### config.mk
export PLATFORM = sky130hd
export DESIGN_NAME = exec_cluster
export DESIGN_NICKNAME = d
export VERILOG_FILES = /design/src/verilog/isa_pkg.sv /design/src/verilog/exec_pkg.sv /design/src/verilog/hs_slot.sv /design/src/verilog/mul_shift_add.sv /design/src/verilog/exec_unit.sv /design/src/verilog/exec_cluster.sv
export SDC_FILE = /design/constraint.sdc
export NUM_CORES = 2
export LEC_CHECK = 0
export BUFFER_PORTS_ARGS = -buffer_cell sky130_fd_sc_hd__buf_2
export CORE_MARGIN = 2
export CORE_UTILIZATION = 40
export CTS_BUF_LIST = sky130_fd_sc_hd__clkbuf_16
export DETAILED_ROUTE_END_ITERATION = 7
export GPL_ROUTABILITY_DRIVEN = 0
export PLACE_DENSITY = 0.61
export SLEW_MARGIN = 20
export SYNTH_ARGS = -nofsm -noshare
export SYNTH_HDL_FRONTEND = slang
export SYNTH_SLANG_ARGS = --single-unit
### constraint.sdc
create_clock -name clk -period 20.7 [get_ports clk]
set_clock_uncertainty 0.1 [all_clocks]
set_input_delay 2.07 -clock clk [delete_from_list [all_inputs] [get_ports clk]]
set_output_delay 2.07 -clock clk [all_outputs]
set_load 0.05 [all_outputs]
### src/verilog/isa_pkg.sv
/* ISA package for the execution cluster
   Instruction word layout, major opcodes and function codes */
package isa_pkg;

	// ============================================================
	// Major opcodes
	// ============================================================

	// Encodings above OP_FSGN are not assigned
	// The execution unit answers them with an illegal-instruction cause
	typedef enum logic [3:0] {
		OP_NOP   = 4'd0,
		OP_ADD   = 4'd1,
		OP_SUBF  = 4'd2,
		OP_AND   = 4'd3,
		OP_OR    = 4'd4,
		OP_XOR   = 4'd5,
		OP_CMP   = 4'd6,
		OP_MOV   = 4'd7,
		OP_LOADA = 4'd8,
		OP_MUL   = 4'd9,
		OP_FSGN  = 4'd10
	} opcode_t;

	// Decoded instruction as handed to the execution unit
	// Scale is only looked at by LOADA as the shift applied to b
	typedef struct packed {
		opcode_t    opcode;
		logic [2:0] func;
		logic       use_imm;
		logic [1:0] scale;
	} instr_t;

	// ============================================================
	// Function codes
	// ============================================================

	// Logic group, shared by AND, OR and XOR
	localparam logic [2:0] FN_PLAIN = 3'd0;
	localparam logic [2:0] FN_INV   = 3'd1;
	localparam logic [2:0] FN_ANDN  = 3'd2;

	// Add group
	localparam logic [2:0] FN_SUM   = 3'd0;
	localparam logic [2:0] FN_ABS   = 3'd2;

	// Move group
	// The select forms test a against zero and pick b or c
	localparam logic [2:0] FN_COPY   = 3'd0;
	localparam logic [2:0] FN_SEL_Z  = 3'd4;
	localparam logic [2:0] FN_SEL_NZ = 3'd5;

	// Sign inject group working on the IEEE sign bit
	localparam logic [2:0] FN_SGNJ  = 3'd0;
	localparam logic [2:0] FN_SGNJN = 3'd1;
	localparam logic [2:0] FN_SGNJX = 3'd2;

endpackage

### src/verilog/exec_pkg.sv
/* Execution cluster package
   Data widths, packet and result records, cause codes and multiplier latency */
package exec_pkg;

	// ============================================================
	// Widths and latency
	// ============================================================

	localparam int DATA_W = 64;
	localparam int TAG_W  = 4;

	// The multiplier retires one multiplier bit per cycle
	localparam int MUL_CYCLES = 64;
	localparam int MUL_CNT_W  = $clog2(MUL_CYCLES);

	// Result cause reported alongside every value
	typedef enum logic [1:0] {
		CAUSE_NONE    = 2'd0,
		CAUSE_ILLEGAL = 2'd1
	} cause_t;

	// ============================================================
	// Channel payloads
	// ============================================================

	// Operation packet carried from the input port to the unit
	// 10 bits of instruction, four data words and the tag
	typedef struct packed {
		isa_pkg::instr_t   instr;
		logic [DATA_W-1:0] a;
		logic [DATA_W-1:0] b;
		logic [DATA_W-1:0] c;
		logic [DATA_W-1:0] imm;
		logic [TAG_W-1:0]  tag;
	} op_pkt_t;

	// Result record leaving the unit, 70 bits wide
	typedef struct packed {
		logic [TAG_W-1:0]  tag;
		logic [DATA_W-1:0] value;
		cause_t            cause;
	} result_t;

endpackage

### src/verilog/hs_slot.sv
/* One-entry four-phase register slot
   Accepts an item as handshake slave and offers it on as handshake master */
`timescale 1ns/1ns

module hs_slot #(
	parameter type payload_t = logic [7:0]
) (
	input  logic     clk,
	input  logic     rst,
	input  logic     up_req,
	output logic     up_ack,
	input  payload_t up_data,
	output logic     dn_req,
	input  logic     dn_ack,
	output payload_t dn_data
);

	// Empty, holding a fresh item, offering it, and waiting for ack to fall
	typedef enum logic [1:0] {
		SL_EMPTY,
		SL_HELD,
		SL_OFFER,
		SL_DRAIN
	} slot_state_t;

	slot_state_t state;
	payload_t    data_q;
	logic        take;

	// A new item is taken only when empty and the last upstream cycle has closed
	assign take = (state == SL_EMPTY) && up_req && !up_ack;

	// ============================================================
	// Handshake control
	// ============================================================

	always_ff @(posedge clk)
	begin
		if (rst)
		begin
			state  <= SL_EMPTY;
			up_ack <= 1'b0;
			dn_req <= 1'b0;
		end
		else
		begin
			// Upstream ack is released once the sender has dropped req
			if (up_ack && !up_req)
				up_ack <= 1'b0;
			case (state)
			SL_EMPTY:
				if (take)
				begin
					up_ack <= 1'b1;
					state  <= SL_HELD;
				end
			SL_HELD:
				begin
					// Offer goes out the cycle after the capture
					dn_req <= 1'b1;
					state  <= SL_OFFER;
				end
			SL_OFFER:
				if (dn_ack)
				begin
					dn_req <= 1'b0;
					state  <= SL_DRAIN;
				end
			SL_DRAIN:
				// The slot frees up only when the receiver has closed its side
				if (!dn_ack)
					state <= SL_EMPTY;
			default:
				state <= SL_EMPTY;
			endcase
		end
	end

	// Item storage
	always_ff @(posedge clk)
	begin
		if (take)
			data_q <= up_data;
	end

	assign dn_data = data_q;

	// An acknowledge must always answer a request seen one cycle earlier
	assert property (@(posedge clk) disable iff (rst) $rose(up_ack) |-> $past(up_req));

	// An offer is never withdrawn before the receiver has answered it
	assert property (@(posedge clk) disable iff (rst) dn_req && !dn_ack |=> dn_req);

endmodule

### src/verilog/mul_shift_add.sv
/* Iterative shift-add multiplier
   Produces the low DATA_W bits of a times b after MUL_CYCLES steps */
`timescale 1ns/1ns

module mul_shift_add (
	input  logic                        clk,
	input  logic                        rst,
	input  logic                        start,
	input  logic [exec_pkg::DATA_W-1:0] a,
	input  logic [exec_pkg::DATA_W-1:0] b,
	output logic [exec_pkg::DATA_W-1:0] product,
	output logic                        done
);
	import exec_pkg::*;

	logic [DATA_W-1:0]    mcand;
	logic [DATA_W-1:0]    mplier;
	logic [DATA_W-1:0]    acc;
	logic [MUL_CNT_W-1:0] step;
	logic                 busy;
	logic                 last_step;

	assign last_step = (step == MUL_CNT_W'(MUL_CYCLES - 1));

	// ============================================================
	// Step counter and done pulse
	// ============================================================

	always_ff @(posedge clk)
	begin
		if (rst)
		begin
			busy <= 1'b0;
			step <= '0;
			done <= 1'b0;
		end
		else
		begin
			// Done is a single-cycle pulse
			done <= 1'b0;
			if (start)
			begin
				busy <= 1'b1;
				step <= '0;
			end
			else if (busy)
			begin
				step <= step + 1'b1;
				if (last_step)
				begin
					busy <= 1'b0;
					done <= 1'b1;
				end
			end
		end
	end

	// ============================================================
	// Shift-add datapath
	// ============================================================

	// The multiplicand walks left while the multiplier walks right
	// Bits shifted past the top are dropped so acc keeps the low half
	always_ff @(posedge clk)
	begin
		if (start)
		begin
			mcand  <= a;
			mplier <= b;
			acc    <= '0;
		end
		else if (busy)
		begin
			if (mplier[0])
				acc <= acc + mcand;
			mcand  <= mcand << 1;
			mplier <= mplier >> 1;
		end
	end

	// Accumulator holds its value after done until the next start
	assign product = acc;

	// The issuing unit must wait for done before launching another multiply
	assert property (@(posedge clk) disable iff (rst) start |-> !busy);

endmodule

### src/verilog/exec_unit.sv
/* Integer and float-sign execution unit
   Decodes one operation, forms its result and offers it over a four-phase channel */
`timescale 1ns/1ns

module exec_unit (
	input  logic              clk,
	input  logic              rst,
	input  logic              op_req,
	output logic              op_ack,
	input  exec_pkg::op_pkt_t op,
	output logic              res_req,
	input  logic              res_ack,
	output exec_pkg::result_t res
);
	import isa_pkg::*;
	import exec_pkg::*;

	typedef enum logic [1:0] {
		ST_IDLE,
		ST_MUL_WAIT,
		ST_OFFER
	} unit_state_t;

	unit_state_t       state;
	op_pkt_t           pkt;
	logic              accept;
	logic              mul_start;
	logic [DATA_W-1:0] mul_b;
	logic [DATA_W-1:0] mul_product;
	logic              mul_done;
	logic [DATA_W-1:0] op2;
	logic [DATA_W-1:0] sum;
	logic [DATA_W-1:0] value;
	logic              illegal;

	// Logic group helper, the opcode picks the gate
	function automatic logic [DATA_W-1:0] logic_fn(
		input opcode_t           opc,
		input logic [DATA_W-1:0] x,
		input logic [DATA_W-1:0] y
	);
		case (opc)
		OP_AND:  logic_fn = x & y;
		OP_OR:   logic_fn = x | y;
		default: logic_fn = x ^ y;
		endcase
	endfunction

	// ============================================================
	// Issue and handshake control
	// ============================================================

	// A new operation is taken only once the previous result cycle is fully closed
	assign accept = (state == ST_IDLE) && op_req && !op_ack && !res_ack;

	// The multiply is launched straight from the incoming packet
	// so that it finishes MUL_CYCLES after the normal result time
	assign mul_start = accept && (op.instr.opcode == OP_MUL);
	assign mul_b     = op.instr.use_imm ? op.imm : op.b;

	always_ff @(posedge clk)
	begin
		if (rst)
		begin
			state   <= ST_IDLE;
			op_ack  <= 1'b0;
			res_req <= 1'b0;
		end
		else
		begin
			// Input side ack falls as soon as the sender lets go
			if (op_ack && !op_req)
				op_ack <= 1'b0;
			case (state)
			ST_IDLE:
				if (accept)
				begin
					op_ack <= 1'b1;
					state  <= (op.instr.opcode == OP_MUL) ? ST_MUL_WAIT : ST_OFFER;
				end
			ST_MUL_WAIT:
				if (mul_done)
				begin
					res_req <= 1'b1;
					state   <= ST_OFFER;
				end
			ST_OFFER:
				// Single-cycle ops raise req here, one cycle after the capture
				if (!res_req)
					res_req <= 1'b1;
				else if (res_ack)
				begin
					res_req <= 1'b0;
					state   <= ST_IDLE;
				end
			default:
				state <= ST_IDLE;
			endcase
		end
	end

	// Packet register
	always_ff @(posedge clk)
	begin
		if (accept)
			pkt <= op;
	end

	mul_shift_add u_mul (
		.clk    (clk),
		.rst    (rst),
		.start  (mul_start),
		.a      (op.a),
		.b      (mul_b),
		.product(mul_product),
		.done   (mul_done)
	);

	// ============================================================
	// Result selector
	// ============================================================

	// Second operand comes from the immediate when use_imm is set
	assign op2 = pkt.instr.use_imm ? pkt.imm : pkt.b;
	assign sum = pkt.a + op2;

	always_comb
	begin
		value   = '0;
		illegal = 1'b0;
		case (pkt.instr.opcode)
		OP_NOP:
			value = pkt.c;
		OP_ADD:
			case (pkt.instr.func)
			FN_SUM:  value = sum;
			FN_ABS:  value = sum[DATA_W-1] ? -sum : sum;
			default: illegal = 1'b1;
			endcase
		OP_SUBF:
			// Reverse subtract
			value = op2 - pkt.a;
		OP_AND,
		OP_OR,
		OP_XOR:
			case (pkt.instr.func)
			FN_PLAIN: value = logic_fn(pkt.instr.opcode, pkt.a, op2);
			FN_INV:   value = ~logic_fn(pkt.instr.opcode, pkt.a, op2);
			FN_ANDN:  value = logic_fn(pkt.instr.opcode, pkt.a, ~op2);
			default:  illegal = 1'b1;
			endcase
		OP_CMP:
			begin
				// Flag word with equal, signed less and unsigned less
				value[0] = (pkt.a == op2);
				value[1] = ($signed(pkt.a) < $signed(op2));
				value[2] = (pkt.a < op2);
			end
		OP_MOV:
			case (pkt.instr.func)
			FN_COPY:   value = pkt.a;
			FN_SEL_Z:  value = (pkt.a == '0) ? pkt.b : pkt.c;
			FN_SEL_NZ: value = (pkt.a != '0) ? pkt.b : pkt.c;
			default:   illegal = 1'b1;
			endcase
		OP_LOADA:
			value = pkt.a + pkt.imm + (pkt.b << pkt.instr.scale);
		OP_FSGN:
			// Magnitude always comes from b
			case (pkt.instr.func)
			FN_SGNJ:  value = {pkt.a[DATA_W-1], pkt.b[DATA_W-2:0]};
			FN_SGNJN: value = {~pkt.a[DATA_W-1], pkt.b[DATA_W-2:0]};
			FN_SGNJX: value = {pkt.a[DATA_W-1] ^ pkt.b[DATA_W-1], pkt.b[DATA_W-2:0]};
			default:  illegal = 1'b1;
			endcase
		OP_MUL:
			value = mul_product;
		default:
			illegal = 1'b1;
		endcase
	end

	// Tag rides along unchanged
	assign res.tag   = pkt.tag;
	assign res.value = value;
	assign res.cause = illegal ? CAUSE_ILLEGAL : CAUSE_NONE;

	// The offered result must hold until the output slot has answered
	assert property (@(posedge clk) disable iff (rst) res_req && !res_ack |=> $stable(res));

endmodule

### src/verilog/exec_cluster.sv
/* Execution cluster top level
   Input slot, execution unit and output slot chained by four-phase channels */
`timescale 1ns/1ns

module exec_cluster (
	input  logic                        clk,
	input  logic                        rst,
	input  logic                        in_req,
	output logic                        in_ack,
	input  isa_pkg::instr_t             in_instr,
	input  logic [exec_pkg::DATA_W-1:0] in_a,
	input  logic [exec_pkg::DATA_W-1:0] in_b,
	input  logic [exec_pkg::DATA_W-1:0] in_c,
	input  logic [exec_pkg::DATA_W-1:0] in_imm,
	input  logic [exec_pkg::TAG_W-1:0]  in_tag,
	output logic                        out_req,
	input  logic                        out_ack,
	output logic [exec_pkg::DATA_W-1:0] out_value,
	output logic [exec_pkg::TAG_W-1:0]  out_tag,
	output exec_pkg::cause_t            out_cause
);
	import exec_pkg::*;

	op_pkt_t in_pkt;
	op_pkt_t op;
	logic    op_req;
	logic    op_ack;
	result_t res;
	logic    res_req;
	logic    res_ack;
	result_t out_res;

	// Gather the loose input fields into one packet
	assign in_pkt.instr = in_instr;
	assign in_pkt.a     = in_a;
	assign in_pkt.b     = in_b;
	assign in_pkt.c     = in_c;
	assign in_pkt.imm   = in_imm;
	assign in_pkt.tag   = in_tag;

	// Channel 1 into channel 2
	hs_slot #(.payload_t(op_pkt_t)) in_slot (
		.clk    (clk),
		.rst    (rst),
		.up_req (in_req),
		.up_ack (in_ack),
		.up_data(in_pkt),
		.dn_req (op_req),
		.dn_ack (op_ack),
		.dn_data(op)
	);

	exec_unit u_exec (
		.clk    (clk),
		.rst    (rst),
		.op_req (op_req),
		.op_ack (op_ack),
		.op     (op),
		.res_req(res_req),
		.res_ack(res_ack),
		.res    (res)
	);

	// Channel 3 out to the external result port
	hs_slot #(.payload_t(result_t)) out_slot (
		.clk    (clk),
		.rst    (rst),
		.up_req (res_req),
		.up_ack (res_ack),
		.up_data(res),
		.dn_req (out_req),
		.dn_ack (out_ack),
		.dn_data(out_res)
	);

	// Split the result record back onto the output pins
	assign out_value = out_res.value;
	assign out_tag   = out_res.tag;
	assign out_cause = out_res.cause;

endmodule

==> summary.md <==
| Metric | Value |
|---|---|
| Vias in the first global route | 46,375 |
| H-Tree Depth | 3 |
| Clk root buf | clkbuf_16 |
| Slew Limit Fails | 0 |
| Most common cell after layout, fill and taps aside | edfxtp_1 |
| Critical setup path kind | flop to flop |
| Clock buffer depth | 3 |
| PortBufs | 344 |
| # DRC | 29 |
| Mean post-synth cell area | 10.1 um2 |
| Layout Nets | 6,629 |
| Met2 WL post-DR | 90.4 mm |
| Starting DRT DRC Count | 6,904 |
| CTS tree | built |
| Crit path arrival time | 8300 ps |
| Final wirelength | 203 mm |
| Worst-path clk slew | 70 ps |
| Post-CTS setup buffers | 0 |
| Num CTS Buffers | 94 |
| Pre-Repair DR Iteration Count | 8 |
| Commonest non-fill, non-tap cells in the layout | edfxtp_1 (737), nand2_1 (669), a21oi_1 (487) |
| Rel. slew slack | 25.8% |
| FP Rows | 138 |
| Initial antenna violation count | 4 |
| Critical Path Start Type | flop |
| Final ANT Viol Nets | 0 |
| Tcrit/Tclk final | 38.3% |
| Cell family with most CP delay | compound AO/OA/AOI/OAI gates |
| RSZ-0062 raised after global routing | false |
| Final hold viol count | 0 |
| Crit-path slowest cell | a2111oi_1 |
| Post-synth EDFFs | 737 |
| Worst hold path type | flop to flop |
| Flops & latches, synth | 821 |
| Finish-stage setup viols | 0 |
| Met3 WL post-DR | 20.7 mm |
| Critical Path Max Stage Delay | 920 ps |
| Synth Instances | 5,669 |
| Fraction of final layout cells sized beyond drive strength 1 | 12.0% |
| Fmax | 126 MHz |
| First-pass GRT wire length | 300 mm |
| Fraction of registers with async set/reset | 0% |
| Vias per cell | 6.24 |
| Clock latency on the worst-skew pair | 760 ps |
| Starting Density | 40.3% |
| Power Dens Cells | 177 mW/mm2 |
| Global Route Usage Sum | 26.8% |
| Vias | 48,802 |
| Req. time, crit path | 21,070 ps |
| LEAKAGE | 0.0249 uW |
| Seq/Total Area, Yosys | 41.6% |
| Max VDD drop | 113 uV |
| Total core area | 0.142 mm2 |
| Die area | 0.146 mm2 |
| Synth-to-layout area growth | 11.6% |
| Synth Flop Type | edfxtp_1 |
| Synth cell types | 106 |
| HPWL Detailed | 151 mm |
| Worst-path fanout max | 36 |
| Dominant cell type by area after synthesis | edfxtp_1 |
| Failing checks | DRC |
| Top-area cell type share of the netlist area | 38.7% |
| Minimum clock period | 7930 ps |
| Die Height | 382 um |
| Clk sink count | 821 |
| Status | finished with violations |
| Post-cts resize count | 0 |
| Hold_buf cts | 0 |
| Synth top area cells | edfxtp_1 (39%), ha_1 (9.7%), nand2_1 (4.4%), a21oi_1 (4.3%), xnor2_1 (3.1%) |
| Maxcap violations | 0 |
| Synthesized Nets | 6,452 |
| YS warnings | 0 |
| Worst R2R Setup Slack | 12,770 ps |
| WL/cell | 25.9 um |
| Tightest Pin Transition | 1100 ps |
| Worst setup EP type | flop |
| Cells along the critical path | buf_4 -> buf_4 -> nor2_1 -> fa_1 -> ha_1 -> fa_1 -> a211o_1 -> a2111oi_1 -> nand4bb_1 -> a311oi_1 -> o21ai_0 -> nand2_1 -> a41oi_1 -> o31ai_1 -> a221o_1 -> a21oi_1 -> mux2i_1 -> a221oi_1 -> o21ai_1 |
| Setup tns final | 0 ps |
| Uppermost layer routed | met5 |
| Synth Cell Area | 0.0572 mm2 |
| Largest net degree at the start of global routing | 130 |
| Grt ovf | 0 |
| Buf/Inv on CP | 2 |
| Met1 wire length | 83.7 mm |
| I/O Pins | 346 |
| Hold Slack | 317 ps |
| Die Wd | 382 um |
synthesized netlist by cell type (all sizes together) (31+ instances only):
master and count:
nand3 67, fa 67, a222oi 125, a21oi 493, a211oi 42, a31oi 41
o21ai 306, xnor2 205, xor2 122, buf 66, nand2 674, ha 442
o21bai 83, inv 259, a21o 120, dfxtp 84, o21a 32, mux4 60
edfxtp 737, nand4 55, o31ai 39, nor4 57, clkbuf 262, and3 37
nand2b 31, or3 36, mux2i 143, nor2b 36, nor2 349, o221ai 164
a221oi 75, nor3 73
report_power, final:
group          leakage (uW)  switching, uW  internal, uW
Clock               0.00158            731           959
Combinational        0.0158           4430          2400
Sequential          0.00752            430          2350
stage by stage:
step	power [uW]	worst slack, ps	util, %	std cells	instance area, um2
6_report	11300	12770	45.0	7820	63800
5_1_grt	11900	12620	45.0	7818	63800
4_1_cts	11100	12990	45.0	7817	63800
3_5_place_dp	9370	13070	42.8	7640	60700
3_3_place_gp	9310	12820	42.8	7640	60600
2_1_floorplan	7470	6260	-	5669	57200
flip-flops by register name (all words and copies together), names as in the netlist, 2 cells and up:
signal                count
u_exec.u_mul.step         6
u_exec.state              2
u_exec.res                4
u_exec.pkt              266
u_exec.u_mul.mplier      64
in_slot.state             2
out_slot.state            2
in_slot.dn_data         270
u_exec.u_mul.mcand       64
u_exec.u_mul.product     64
out_slot.dn_data         69
layer usage:
layer  vias to the layer above  track usage (%)
met3                       442             5.59
met4                         4             9.99
met1                     23770             36.8
met5                         -                0
li1                      21769                -
met2                      2817             41.6
cell type report:
type                    count  area, um2
clock inverters            82        738
clock buffers              95       2380
well taps                1890       2360
diodes                      3       7.51
flip-flops and latches    821      23800
fillers                 13333      78000
inverters                 262        983
repair buffers            409       2230
multi-input cells        4258      31300
worst register-to-register path, cell delays in order, from the launching register on:
cell and delay, ps:
edfxtp_1 320, buf_4 420, buf_4 590, nor2_1 210
fa_1 460, ha_1 240, fa_1 510, a211o_1 330
a2111oi_1 920, nand4bb_1 420, a311oi_1 200, o21ai_0 800
nand2_1 200, a41oi_1 650, o31ai_1 260, a221o_1 390
a21oi_1 210, mux2i_1 100, a221oi_1 240, o21ai_1 100
cells by family after synthesis:
family / synth area share (%)
compound gates: 20.3
flops: 41.6
xor+xnor: 5.01
fa+ha+maj: 12.0
simple gates: 12.1
buf+inv: 3.96
mux: 4.97
other cells: 0.00656
worst paths after layout:
| path | cells after the start | endpoint | from |
|---|---|---|---|
| worst max-delay path | 19 | out_slot.dn_data[63]$_DFFE_PP_ | u_exec.pkt[261]$_DFFE_PP_ |
| worst min-delay path | 0 | u_exec.pkt[119]$_DFFE_PP_ | in_slot.dn_data[119]$_DFFE_PP_ |
| worst max register to register | 19 | out_slot.dn_data[63]$_DFFE_PP_ | u_exec.pkt[261]$_DFFE_PP_ |
| worst min register to register | 0 | u_exec.pkt[119]$_DFFE_PP_ | in_slot.dn_data[119]$_DFFE_PP_ |
Note: power is estimated with default switching activity, not from simulation.
